<file path="src/cpu_consts.svh">
`ifndef CPU_CONSTS_SVH
`define CPU_CONSTS_SVH

// Widths
`define CPU_XLEN   32
`define CPU_REG_W  5
`define CPU_OPC_W  5
`define CPU_ALU_W  5

// Opcodes in insn[31:27]
`define CPU_OP_RTYPE 5'd0
`define CPU_OP_J     5'd1
`define CPU_OP_BNE   5'd2
`define CPU_OP_JAL   5'd3
`define CPU_OP_JR    5'd4
`define CPU_OP_ADDI  5'd5
`define CPU_OP_BLT   5'd6
`define CPU_OP_SW    5'd7
`define CPU_OP_LW    5'd8

// ALU function codes in insn[6:2]
`define CPU_ALU_ADD 5'd0
`define CPU_ALU_SUB 5'd1
`define CPU_ALU_AND 5'd2
`define CPU_ALU_OR  5'd3
`define CPU_ALU_SLL 5'd4
`define CPU_ALU_SRA 5'd5

// Link register written by jal
`define CPU_REG_RA 5'd31

`endif
</file>
<file path="src/cpu_pkg.sv">
`default_nettype none

`include "cpu_consts.svh"

package cpu_pkg;

    // Immediate is {rt, shamt, alu_op, spare}, jump target is bits 26..0
    typedef struct packed {
        logic [`CPU_OPC_W-1:0] opcode;
        logic [`CPU_REG_W-1:0] rd;
        logic [`CPU_REG_W-1:0] rs;
        logic [`CPU_REG_W-1:0] rt;
        logic [`CPU_REG_W-1:0] shamt;
        logic [`CPU_ALU_W-1:0] alu_op;
        logic [1:0]            spare;
    } insn_t;

    typedef struct packed {
        logic [`CPU_XLEN-1:0] pc_next;
        insn_t                insn;
    } fd_t;

    typedef struct packed {
        logic [`CPU_XLEN-1:0] pc_next;
        insn_t                insn;
        logic [`CPU_XLEN-1:0] a;
        logic [`CPU_XLEN-1:0] b;
    } dx_t;

    typedef struct packed {
        insn_t                insn;
        logic [`CPU_XLEN-1:0] result;
        logic [`CPU_XLEN-1:0] store;
    } xm_t;

    typedef struct packed {
        insn_t                insn;
        logic [`CPU_XLEN-1:0] result;
        logic [`CPU_XLEN-1:0] load;
    } mw_t;

    typedef struct packed {
        logic                 wr_en;
        logic [`CPU_REG_W-1:0] rd;
        logic [`CPU_XLEN-1:0] data;
    } wb_t;

    typedef struct packed {
        logic                 taken;
        logic [`CPU_XLEN-1:0] target;
    } redirect_t;

    // jr reads its jump register through port a
    function automatic logic [`CPU_REG_W-1:0] src_a(insn_t insn);
        return (insn.opcode == `CPU_OP_JR) ? insn.rd : insn.rs;
    endfunction

    function automatic logic [`CPU_REG_W-1:0] src_b(insn_t insn);
        case (insn.opcode)
            `CPU_OP_SW, `CPU_OP_BNE, `CPU_OP_BLT, `CPU_OP_JR: return insn.rd;
            default: return insn.rt;
        endcase
    endfunction

    // Register written by the instruction, zero when it writes none
    function automatic logic [`CPU_REG_W-1:0] dest(insn_t insn);
        case (insn.opcode)
            `CPU_OP_RTYPE, `CPU_OP_ADDI, `CPU_OP_LW: return insn.rd;
            `CPU_OP_JAL: return `CPU_REG_RA;
            default: return '0;
        endcase
    endfunction

endpackage

`default_nettype wire

</file>
<file path="src/cpu_core.sv">
`timescale 1ns/1ps
`default_nettype none

`include "cpu_consts.svh"

module cpu_core (
    input  logic                  clock,
    input  logic                  rst_n,
    output logic [`CPU_XLEN-1:0]  address_imem,
    input  logic [`CPU_XLEN-1:0]  q_imem,
    output logic [`CPU_XLEN-1:0]  address_dmem,
    output logic [`CPU_XLEN-1:0]  data,
    output logic                  wren,
    input  logic [`CPU_XLEN-1:0]  q_dmem,
    output logic                  ctrl_write_enable,
    output logic [`CPU_REG_W-1:0] ctrl_write_reg,
    output logic [`CPU_REG_W-1:0] ctrl_read_reg_a,
    output logic [`CPU_REG_W-1:0] ctrl_read_reg_b,
    output logic [`CPU_XLEN-1:0]  data_write_reg,
    input  logic [`CPU_XLEN-1:0]  data_read_reg_a,
    input  logic [`CPU_XLEN-1:0]  data_read_reg_b
);

    cpu_pkg::redirect_t redirect;
    cpu_pkg::wb_t       wb;
    cpu_pkg::dx_t       dx;
    cpu_pkg::xm_t       xm;

    fetch_decode u_fetch_decode (
        .clock           (clock),
        .rst_n           (rst_n),
        .redirect        (redirect),
        .wb              (wb),
        .address_imem    (address_imem),
        .q_imem          (q_imem),
        .ctrl_read_reg_a (ctrl_read_reg_a),
        .ctrl_read_reg_b (ctrl_read_reg_b),
        .data_read_reg_a (data_read_reg_a),
        .data_read_reg_b (data_read_reg_b),
        .dx              (dx)
    );

    execute_unit u_execute_unit (
        .clock    (clock),
        .rst_n    (rst_n),
        .dx       (dx),
        .wb       (wb),
        .redirect (redirect),
        .xm       (xm)
    );

    mem_writeback u_mem_writeback (
        .clock        (clock),
        .rst_n        (rst_n),
        .xm           (xm),
        .address_dmem (address_dmem),
        .data         (data),
        .wren         (wren),
        .q_dmem       (q_dmem),
        .wb           (wb)
    );

    // Register file write port
    assign ctrl_write_enable = wb.wr_en;
    assign ctrl_write_reg    = wb.rd;
    assign data_write_reg    = wb.data;

endmodule

`default_nettype wire

</file>
<file path="src/mem_writeback.sv">
`timescale 1ns/1ps
`default_nettype none

`include "cpu_consts.svh"

module mem_writeback (
    input  logic                 clock,
    input  logic                 rst_n,
    input  cpu_pkg::xm_t         xm,
    output logic [`CPU_XLEN-1:0] address_dmem,
    output logic [`CPU_XLEN-1:0] data,
    output logic                 wren,
    input  logic [`CPU_XLEN-1:0] q_dmem,
    output cpu_pkg::wb_t         wb
);

    logic                 is_store;
    cpu_pkg::mw_t         mw_d;
    cpu_pkg::mw_t         mw;

    assign is_store     = (xm.insn.opcode == `CPU_OP_SW);
    assign address_dmem = xm.result;
    assign wren         = is_store;

    // Store data written by the instruction one ahead, incl. a load
    assign data = (is_store && wb.wr_en && wb.rd == xm.insn.rd) ? wb.data : xm.store;

    assign mw_d.insn   = xm.insn;
    assign mw_d.result = xm.result;
    assign mw_d.load   = q_dmem;

    stage_reg #(.payload_t(cpu_pkg::mw_t)) u_mw_reg (
        .clock  (clock),
        .rst_n  (rst_n),
        .en     (1'b1),
        .bubble (1'b0),
        .d      (mw_d),
        .q      (mw)
    );

    // Destination is zero for anything that writes no register
    assign wb.rd    = cpu_pkg::dest(mw.insn);
    assign wb.wr_en = (wb.rd != '0);
    assign wb.data  = (mw.insn.opcode == `CPU_OP_LW) ? mw.load : mw.result;

endmodule

`default_nettype wire

</file>
<file path="src/execute_unit.sv">
`timescale 1ns/1ps
`default_nettype none

`include "cpu_consts.svh"

module execute_unit (
    input  logic               clock,
    input  logic               rst_n,
    input  cpu_pkg::dx_t       dx,
    input  cpu_pkg::wb_t       wb,
    output cpu_pkg::redirect_t redirect,
    output cpu_pkg::xm_t       xm
);

    logic [`CPU_XLEN-1:0]  insn_bits;
    logic [`CPU_OPC_W-1:0] opcode;
    logic [`CPU_REG_W-1:0] reg_a;
    logic [`CPU_REG_W-1:0] reg_b;
    logic [`CPU_REG_W-1:0] xm_dest;
    logic [`CPU_XLEN-1:0]  op_a;
    logic [`CPU_XLEN-1:0]  op_b;
    logic [`CPU_XLEN-1:0]  imm;
    logic [`CPU_XLEN-1:0]  jump_target;
    logic                  use_imm;
    logic [`CPU_ALU_W-1:0] alu_func;
    logic [`CPU_XLEN-1:0]  alu_result;
    logic                  alu_ne;
    logic                  alu_lt;
    cpu_pkg::xm_t          xm_d;

    assign insn_bits = dx.insn;
    assign opcode    = dx.insn.opcode;
    assign reg_a     = cpu_pkg::src_a(dx.insn);
    assign reg_b     = cpu_pkg::src_b(dx.insn);
    assign xm_dest   = cpu_pkg::dest(xm.insn);

    // Younger result in X/M beats writeback, r0 never matches
    always_comb begin
        if (xm_dest != '0 && xm_dest == reg_a) begin
            op_a = xm.result;
        end else if (wb.wr_en && wb.rd == reg_a) begin
            op_a = wb.data;
        end else begin
            op_a = dx.a;
        end
        if (xm_dest != '0 && xm_dest == reg_b) begin
            op_b = xm.result;
        end else if (wb.wr_en && wb.rd == reg_b) begin
            op_b = wb.data;
        end else begin
            op_b = dx.b;
        end
    end

    assign imm         = {{(`CPU_XLEN-17){insn_bits[16]}}, insn_bits[16:0]};
    assign jump_target = {{(`CPU_XLEN-27){insn_bits[26]}}, insn_bits[26:0]};

    assign use_imm = (opcode == `CPU_OP_ADDI) || (opcode == `CPU_OP_LW) ||
                     (opcode == `CPU_OP_SW);

    always_comb begin
        case (opcode)
            `CPU_OP_ADDI, `CPU_OP_LW, `CPU_OP_SW: alu_func = `CPU_ALU_ADD;
            `CPU_OP_BNE, `CPU_OP_BLT:            alu_func = `CPU_ALU_SUB;
            default:                             alu_func = dx.insn.alu_op;
        endcase
    end

    alu u_alu (
        .a         (op_a),
        .b         (use_imm ? imm : op_b),
        .alu_op    (alu_func),
        .shamt     (dx.insn.shamt),
        .result    (alu_result),
        .not_equal (alu_ne),
        .less_than (alu_lt)
    );

    // blt is taken when rd < rs, that is b < a
    always_comb begin
        redirect.taken  = 1'b0;
        redirect.target = jump_target;
        case (opcode)
            `CPU_OP_BNE: begin
                redirect.taken  = alu_ne;
                redirect.target = dx.pc_next + imm;
            end
            `CPU_OP_BLT: begin
                redirect.taken  = alu_ne && !alu_lt;
                redirect.target = dx.pc_next + imm;
            end
            `CPU_OP_J, `CPU_OP_JAL: redirect.taken = 1'b1;
            `CPU_OP_JR: begin
                redirect.taken  = 1'b1;
                redirect.target = op_b;
            end
            default: redirect.taken = 1'b0;
        endcase
    end

    assign xm_d.insn   = dx.insn;
    assign xm_d.result = (opcode == `CPU_OP_JAL) ? dx.pc_next : alu_result;
    assign xm_d.store  = op_b;

    stage_reg #(.payload_t(cpu_pkg::xm_t)) u_xm_reg (
        .clock  (clock),
        .rst_n  (rst_n),
        .en     (1'b1),
        .bubble (1'b0),
        .d      (xm_d),
        .q      (xm)
    );

endmodule

`default_nettype wire

</file>
<file path="src/fetch_decode.sv">
`timescale 1ns/1ps
`default_nettype none

`include "cpu_consts.svh"

module fetch_decode (
    input  logic                       clock,
    input  logic                       rst_n,
    input  cpu_pkg::redirect_t         redirect,
    input  cpu_pkg::wb_t               wb,
    output logic [`CPU_XLEN-1:0]       address_imem,
    input  logic [`CPU_XLEN-1:0]       q_imem,
    output logic [`CPU_REG_W-1:0]      ctrl_read_reg_a,
    output logic [`CPU_REG_W-1:0]      ctrl_read_reg_b,
    input  logic [`CPU_XLEN-1:0]       data_read_reg_a,
    input  logic [`CPU_XLEN-1:0]       data_read_reg_b,
    output cpu_pkg::dx_t               dx
);

    logic [`CPU_XLEN-1:0] pc;
    logic [`CPU_XLEN-1:0] pc_plus_one;
    cpu_pkg::fd_t         fd_d;
    cpu_pkg::fd_t         fd;
    cpu_pkg::dx_t         dx_d;
    logic                 load_in_dx;
    logic                 uses_a;
    logic                 uses_b;
    logic                 stall;

    assign pc_plus_one  = pc + 1'b1;
    assign address_imem = pc;

    // Redirect wins over the stall, the two never meet in the same cycle
    always_ff @(posedge clock) begin
        if (!rst_n) begin
            pc <= '0;
        end else if (redirect.taken) begin
            pc <= redirect.target;
        end else if (!stall) begin
            pc <= pc_plus_one;
        end
    end

    assign fd_d.pc_next = pc_plus_one;
    assign fd_d.insn    = cpu_pkg::insn_t'(q_imem);

    stage_reg #(.payload_t(cpu_pkg::fd_t)) u_fd_reg (
        .clock  (clock),
        .rst_n  (rst_n),
        .en     (!stall),
        .bubble (redirect.taken),
        .d      (fd_d),
        .q      (fd)
    );

    assign ctrl_read_reg_a = cpu_pkg::src_a(fd.insn);
    assign ctrl_read_reg_b = cpu_pkg::src_b(fd.insn);

    // Register file writes on the edge, so a same-cycle write is taken from wb
    always_comb begin
        dx_d.pc_next = fd.pc_next;
        dx_d.insn    = fd.insn;
        dx_d.a = (wb.wr_en && wb.rd == ctrl_read_reg_a) ? wb.data : data_read_reg_a;
        dx_d.b = (wb.wr_en && wb.rd == ctrl_read_reg_b) ? wb.data : data_read_reg_b;
    end

    // Source use for the load-use test
    // sw data is left out since memory picks it up from writeback
    always_comb begin
        case (fd.insn.opcode)
            `CPU_OP_RTYPE, `CPU_OP_ADDI, `CPU_OP_LW, `CPU_OP_SW,
            `CPU_OP_BNE, `CPU_OP_BLT, `CPU_OP_JR: uses_a = 1'b1;
            default: uses_a = 1'b0;
        endcase
        case (fd.insn.opcode)
            `CPU_OP_RTYPE, `CPU_OP_BNE, `CPU_OP_BLT, `CPU_OP_JR: uses_b = 1'b1;
            default: uses_b = 1'b0;
        endcase
    end

    assign load_in_dx = (dx.insn.opcode == `CPU_OP_LW) && (dx.insn.rd != '0);
    assign stall = load_in_dx &&
                   ((uses_a && ctrl_read_reg_a == dx.insn.rd) ||
                    (uses_b && ctrl_read_reg_b == dx.insn.rd));

    stage_reg #(.payload_t(cpu_pkg::dx_t)) u_dx_reg (
        .clock  (clock),
        .rst_n  (rst_n),
        .en     (1'b1),
        .bubble (redirect.taken || stall),
        .d      (dx_d),
        .q      (dx)
    );

endmodule

`default_nettype wire

</file>
<file path="src/alu.sv">
`timescale 1ns/1ps
`default_nettype none

`include "cpu_consts.svh"

module alu (
    input  logic [`CPU_XLEN-1:0]  a,
    input  logic [`CPU_XLEN-1:0]  b,
    input  logic [`CPU_ALU_W-1:0] alu_op,
    input  logic [`CPU_REG_W-1:0] shamt,
    output logic [`CPU_XLEN-1:0]  result,
    output logic                  not_equal,
    output logic                  less_than
);

    logic [`CPU_XLEN-1:0] sum;
    logic [`CPU_XLEN-1:0] diff;

    assign sum  = a + b;
    assign diff = a - b;

    // Signed compare from the difference
    // when signs differ the sign of a decides, since diff may overflow
    assign not_equal = |diff;
    assign less_than = (a[`CPU_XLEN-1] != b[`CPU_XLEN-1]) ? a[`CPU_XLEN-1]
                                                          : diff[`CPU_XLEN-1];

    always_comb begin
        case (alu_op)
            `CPU_ALU_ADD: result = sum;
            `CPU_ALU_SUB: result = diff;
            `CPU_ALU_AND: result = a & b;
            `CPU_ALU_OR:  result = a | b;
            `CPU_ALU_SLL: result = a << shamt;
            `CPU_ALU_SRA: result = $signed(a) >>> shamt;
            default:      result = '0;
        endcase
    end

endmodule

`default_nettype wire

</file>
<file path="src/stage_reg.sv">
`timescale 1ns/1ps
`default_nettype none

module stage_reg #(
    parameter type payload_t = logic [31:0]
) (
    input  logic     clock,
    input  logic     rst_n,
    input  logic     en,
    input  logic     bubble,
    input  payload_t d,
    output payload_t q
);

    // An all-zero payload decodes as add r0,r0,r0
    always_ff @(posedge clock) begin
        if (!rst_n || bubble) begin
            q <= '0;
        end else if (en) begin
            q <= d;
        end
    end

endmodule

`default_nettype wire

</file>
<file path="config.mk">
export PLATFORM = sky130hd
export DESIGN_NAME = cpu_core
export DESIGN_NICKNAME = d
export VERILOG_FILES = /design/src/cpu_pkg.sv /design/src/cpu_core.sv /design/src/mem_writeback.sv /design/src/execute_unit.sv /design/src/fetch_decode.sv /design/src/alu.sv /design/src/stage_reg.sv
export VERILOG_INCLUDE_DIRS = /design/src
export SDC_FILE = /design/constraint.sdc
export NUM_CORES = 1
export LEC_CHECK = 0
export ABC_AREA = 1
export ABC_CLOCK_PERIOD_IN_PS = 6350
export BUFFER_PORTS_ARGS = -buffer_cell sky130_fd_sc_hd__buf_2
export CAP_MARGIN = 20
export CELL_PAD_IN_SITES_DETAIL_PLACEMENT = 1
export CELL_PAD_IN_SITES_GLOBAL_PLACEMENT = 1
export CORE_MARGIN = 4
export CORE_UTILIZATION = 43
export DETAILED_ROUTE_END_ITERATION = 10
export PLACE_DENSITY = 0.83
export SETUP_SLACK_MARGIN = 0.3
export SLEW_MARGIN = 20
export SYNTH_ARGS = -nofsm -noshare
export SYNTH_HDL_FRONTEND = slang
export SYNTH_SLANG_ARGS = --single-unit
</file>
<file path="constraint.sdc">
create_clock -name clock -period 6.35 [get_ports clock]
set_input_delay 0.9525 -clock clock [delete_from_list [all_inputs] [get_ports clock]]
set_output_delay 0.9525 -clock clock [all_outputs]
set_load 0.05 [all_outputs]
</file>
* After elaboration in Yosys (flattened, before gate mapping) *
Index checks and enable logic that the tools add are counted.

word-level totals
  output and inout bits = 145
  logic and storage cells = 135
  bits of input ports = 130
  register bits = 372

cells by class
  bitwise gates (word level) = 2
  equality and inequality tests = 37
  reductions and logical operators = 38
  multiplexer cells = 25
  shift operators = 2
  $add $sub $neg = 4

operators by type and width
  operator               number
  $mux 32                12
  $pmux 32 s6            1
  $eq 5x3->1 const B     13
  $add 32x32->32         2
  $pmux 32 s2            1
  $eq 5x5->1             9
  $eq 5x2->1 const B     7
  $add 32x1->32 const B  1
  $and 32x32->32         1
  $or 32x32->32          1
  $reduce_or 32->1       1
  $shl 32x5->32          1
  $sshr 32x5->32         1
  $sub 32x32->32         1
  $pmux 5 s2             3
  $eq 5x4->1 const B     4
  $logic_not 5->1        4
  $mux 5                 4
  $reduce_bool 5->1      3
  $logic_and 1x1->1      13
  $reduce_or 3->1        4
  $reduce_or 4->1        3
  $eq 5x1->1 const B     2
  $reduce_or 7->1        1
  other kinds (7)        15

* Logic depth before layout (Yosys ltp) *
  depth after elaboration = 15
  gate-level depth with buffers = 48
  mapped depth without buffers = 44

* Cells and area by module *
From an unflattened synthesis, not the netlist that was laid out.

second synthesis, totals
  cell total of the unflattened synthesis = 5,583
  area, all modules = 34,294.1 sq um

by module, submodules not included
  module                                   area an instance (sq um)  sequential area each (sq um)  times used  cells an instance
  alu                                      9,281.4                   0.0                           1           1,838
  stage_reg (u_execute_unit.u_xm_reg ...)  3,338.2                   1,921.8                       2           418
  execute_unit                             5,713.0                   0.0                           1           1,117
  stage_reg (u_fetch_decode.u_dx_reg)      4,494.3                   2,562.5                       1           557
  fetch_decode                             4,001.3                   640.6                         1           692
  stage_reg (u_fetch_decode.u_fd_reg)      2,572.5                   1,281.2                       1           278
  mem_writeback                            1,555.2                   0.0                           1           265

* Worst setup path after synthesis *
Ideal clock, no wire load.

  path type = register to register
  start = register u_mem_writeback.u_mw_reg.q[91] (netlist name)
  end = register u_fetch_decode.u_dx_reg.q[26] (netlist name)
  path buffers = 4
  slack = 0.500 ns
  data required time = 6.288 ns
  stages on the path, launching flop included = 42
  library setup time = 0.062 ns
  period minus slack after synthesis = 5.850 ns
  arrival = 5.788 ns
  cell sequence = dfxtp_1 nor2_1 nand2_1 nand2_1 nand3_1 nand2_1 inv_1 a21oi_1 o221a_2 nand3_1 buf_2 nand2_1 o211ai_1 nand2_1 nand2_1 o21ai_0 inv_1 ha_1 [... 6 more ...] nand2_1 nand2_1 nand3_1 nand2_1 nand4_1 o311ai_0 fa_1 nor2_1 nand2_1 nor2_1 nand3_1 nand2_2 nand3_4 nor2_4 nand2_2 buf_6 buf_12 nor2_4

on the way
  word-level cells in the longest chain between the ends = 15
  elaborated cells between the ends (all ways) = 29
  classes of those cells = add/sub (1); eq/ne (7); mux (10); reduce/logical (11)

ends and longest elaborated chain
  element                                                                  line             text
  start: declaration                                                       stage_reg.sv:12  output payload_t q
  start signal: assignment                                                 stage_reg.sv:18  q <= '0;
  start signal: assignment                                                 stage_reg.sv:20  q <= d;
  $eq 5x3->1 (tied with other cells)                                       cpu_pkg.sv:67    case (insn.opcode)
  $reduce_or 3->1                                                          cpu_pkg.sv:67
  $pmux 5 s2 *                                                             cpu_pkg.sv:67
  named net ctrl_write_reg[3]                                              cpu_core.sv:16   output logic [`CPU_REG_W-1:0] ctrl_write_reg,
  parallel branches: the longest is 12 deep, another holds $sub 32x32->32  --
  end signal: assignment                                                   stage_reg.sv:18
  end signal: assignment                                                   stage_reg.sv:20
  end: declaration                                                         stage_reg.sv:12

Mark *: on every way through the listed nets, which the timed path passes.
A chain may end at the register's enable or synchronous reset.

* Worst setup path in the final report *
  start = register u_fetch_decode.u_dx_reg.q[94] (netlist name)
  end = register u_fetch_decode.u_dx_reg.q[118] (netlist name)

on the way
  word-level cells in the longest chain between the ends = 15
  elaborated cells between the ends (all ways) = 38
  classes of those cells = add/sub (1); eq/ne (13); mux (9); reduce/logical (15)

ends and longest elaborated chain
  element                                                                  line                text
  parallel branches: the longest is 13 deep, another holds $sub 32x32->32  --
  $logic_or 1x1->1 *                                                       fetch_decode.sv:90  .bubble (redirect.taken || stall),
  $logic_or 1x1->1 *                                                       stage_reg.sv:17     if (!rst_n || bubble) begin

Mark *: on every way between the ends.

==> flow_metrics.tcl <==
set metrics [dict create \
    status "complete, but fails checks" \
    violations "max-capacitance violations, negative setup slack" \
    synth-edff-count 0 \
    cts_buffers 42 \
    die_w_um 267 \
    slowest_stage "o211ai_1" \
    dp_hpwl_um 116000 \
    nets 5281 \
    synth_ff_type "dfxtp_1" \
    clk_pin_slew_ns 0.07 \
    path_common_cell "buf_4" \
    vias 35500 \
    dieArea_um2 71200 \
    synth_common_cells "1171 x nand2_1, 606 x inv_1, 578 x nand3_1" \
    ys_async_sr_fraction 0 \
    rsz0062_at_grt "yes" \
    grt_pass1_wl_um 222000 \
    place_congestion 1.05 \
    setup-violations-final 224 \
    wl_um 158000 \
    grt.total_usage 0.411 \
    ys_types 64 \
    slew_violations 0 \
    final_util 0.537 \
    drt-pass1-iter-count 6 \
    core_area_um2 66100 \
    cts-root-buf "clkbuf_16" \
    synth_top_area_share 0.258 \
    cts_buffer_depth 3 \
    setup_slack_ns -0.459 \
    tightest_slew_ns 1.48 \
    area_delta_synth_final_pct 23.1 \
    cts_tree "built" \
    yosysTopAreaCell "dfxtp_1" \
    io_pins 275 \
    post-synth-top-count-cell "nand2_1" \
    min_period_ns 6.81 \
    timing.fmax_mhz 147 \
    clock_sinks 372 \
    dpl_worst_slack_ns -0.630 \
    start_kind "flip-flop" \
    die_h_um 267 \
    worstPathMaxFanout 11 \
    max_cap_viol_count 1 \
    synth.avg_cell_area_um2 6.33 \
    clk_latency_ns 0.63 \
    grt_pass1_vias 35400 \
    grt_start_max_net_pins 73 \
    ys_seq_area_frac 0.258 \
    power_per_cell_area_nw_per_um2 357 \
    drtIter0Drc 3850 \
    hold_viol 0 \
    drc 0 \
    grt.overflow.total 0 \
    hp-class "flip-flop to flip-flop" \
    ys_ff_latch 372 \
    initial_core_util 0.436 \
    irDropWorstVdd_mv 0.200 \
    postRouteAntennaNets 0 \
    wire_per_inst_um 26.7 \
    synthCells 4553 \
    htreeDepth 2 \
    fp-row-count 94 \
    yosysWarningCount 0 \
    synth_area_um2 28800 \
    antenna_found_initial 16 \
    synth_area_leaders "dfxtp_1 26%, nand2_1 15%, nand3_1 10%" \
    port_buffers 274 \
    worst-setup-path-type "flip-flop to flip-flop" \
    via_per_inst 5.98 \
    slew_headroom 0.00210 \
    synth_fp_nets 4814 \
    finalPower_mw 12.6 \
    worstPathRequired_ns 6.86 \
    max_stage_delay_ns 0.40 \
    skew_ns 0.0606 \
    end_kind "flip-flop" \
    power.leakage_nw 18.1 \
    fin_crit_sh 1.07 \
    drive_gt1_frac 0.209 \
    arrival_ns 7.32 \
]
==> cell type report <==
| cell class | instances | area (um^2) |
|---|---|---|
| fill | 8881 | 30600 |
| multi-input combinational | 3301 | 18200 |
| sequential | 372 | 7460 |
| timing repair buffer | 678 | 4940 |
| inverter | 625 | 2350 |
| clock buffer | 56 | 1160 |
| tap | 864 | 1080 |
| clock inverter | 20 | 234 |
| antenna | 8 | 20.0 |
==> where the power goes <==
part	leakage (nW)	switching (mW)	internal (mW)
Sequential	3.06	0.378	2.61
Combinational	14.3	4.70	2.34
Clock	0.684	1.17	1.46
Total	18.1	6.24	6.41
==> flip-flops by register name, indices dropped and copies added, names as in the netlist <==
signal                       flops
u_fetch_decode.u_dx_reg.q      128
u_mem_writeback.u_mw_reg.q      74
u_fetch_decode.address_imem     32
u_execute_unit.u_xm_reg.q       74
u_fetch_decode.u_fd_reg.q       64
==> through the flow <==
| step | TNS, ns | cells | cell area (um^2) | hold WS [ns] |
|---|---|---|---|---|
| after CTS | -1.08 | 5893 | 34900 | 0.429 |
| after global placement | -46.65 | 5792 | 32800 | 0.415 |
| final | -81.88 | 5924 | 35500 | 0.427 |
| after floorplan | 0 | 4553 | 28800 | 0.407 |
| after detailed placement | -124.60 | 5793 | 32900 | 0.419 |
| after global routing | -122.90 | 5918 | 35500 | 0.458 |
==> layout by cell type, fill, tap and decap left out, types with 9 or more instances in the layout <==
| master | count |
|---|---|
| a211oi_1 | 12 |
| a21o_1 | 9 |
| a21oi_1 | 206 |
| a21oi_2 | 19 |
| a221oi_1 | 9 |
| a31oi_1 | 15 |
| buf_12 | 16 |
| buf_2 | 273 |
| buf_4 | 365 |
| clkbuf_1 | 9 |
| clkbuf_16 | 51 |
| clkinv_2 | 11 |
| dfxtp_1 | 364 |
| ha_1 | 117 |
| inv_1 | 601 |
| inv_2 | 18 |
| mux2i_1 | 64 |
| nand2_1 | 1154 |
| nand2_2 | 20 |
| nand3_1 | 570 |
| nand3_2 | 10 |
| nand3b_1 | 10 |
| nand4_1 | 79 |
| nor2_1 | 269 |
| nor2_2 | 34 |
| nor2_4 | 110 |
| nor3_1 | 33 |
| nor4_1 | 12 |
| o211ai_1 | 47 |
| o21a_1 | 17 |
| o21ai_0 | 236 |
| o21ai_1 | 23 |
| o21ai_2 | 13 |
| o22ai_1 | 16 |
| or2_2 | 43 |
| xor2_1 | 64 |
==> per-layer routing <==
layer	routed length (um)	global-route usage	up-vias
li1	-	-	15600
met1	58200	0.477	17000
met2	70600	0.673	2032
met3	14600	0.0896	748
met4	14600	0.295	12
met5	125	0	-
==> worst max-delay path: cells and delay by family (launching register included) <==
family	cells	cell delay, ns
adder cells (fa/ha/maj)	1	0.22
buffers and inverters	13	1.76
AND/OR/NAND/NOR	24	3.42
flip-flops	1	0.34
AO/OA/AOI/OAI	4	0.83
XOR/XNOR	1	0.09
==> worst paths after layout <==
check	start	to	slack, ns	cells past startpoint
worst max register to register	u_fetch_decode.u_dx_reg.q[94]$_SDFF_PP0_	u_fetch_decode.u_dx_reg.q[118]$_SDFF_PP0_	-0.46	43
worst min register to register	u_fetch_decode.u_fd_reg.q[48]$_SDFFE_PP0N_	u_fetch_decode.u_dx_reg.q[112]$_SDFF_PP0_	0.43	2
worst max-delay path	u_fetch_decode.u_dx_reg.q[94]$_SDFF_PP0_	u_fetch_decode.u_dx_reg.q[118]$_SDFF_PP0_	-0.46	43
worst min-delay path	u_fetch_decode.u_fd_reg.q[48]$_SDFFE_PP0N_	u_fetch_decode.u_dx_reg.q[112]$_SDFF_PP0_	0.43	2
==> kinds of logic (layout without fill, tap and decap cells) <==
logic type / after synthesis / after routing / synth area share
other: 0 / 8 / 0
AOI/OAI and AO/OA: 660 / 660 / 0.130
DFF: 372 / 372 / 0.258
adders and majority gates: 131 / 131 / 0.0579
and+or+nand+nor: 2369 / 2372 / 0.380
xor gates and xnor gates: 74 / 74 / 0.0225
muxes: 64 / 64 / 0.0222
buffers and inverters: 883 / 1379 / 0.130
==> repair_timing <==
action                     CTS  global route
hold buffers                 0             0
buffers inserted            17            14
setup endpoints to repair  229           236
hold endpoints to repair     0             0
cloned                       7             9
pin swaps                   27            27
gates resized for setup     97            63
Note: power is estimated with default switching activity, not from simulation.
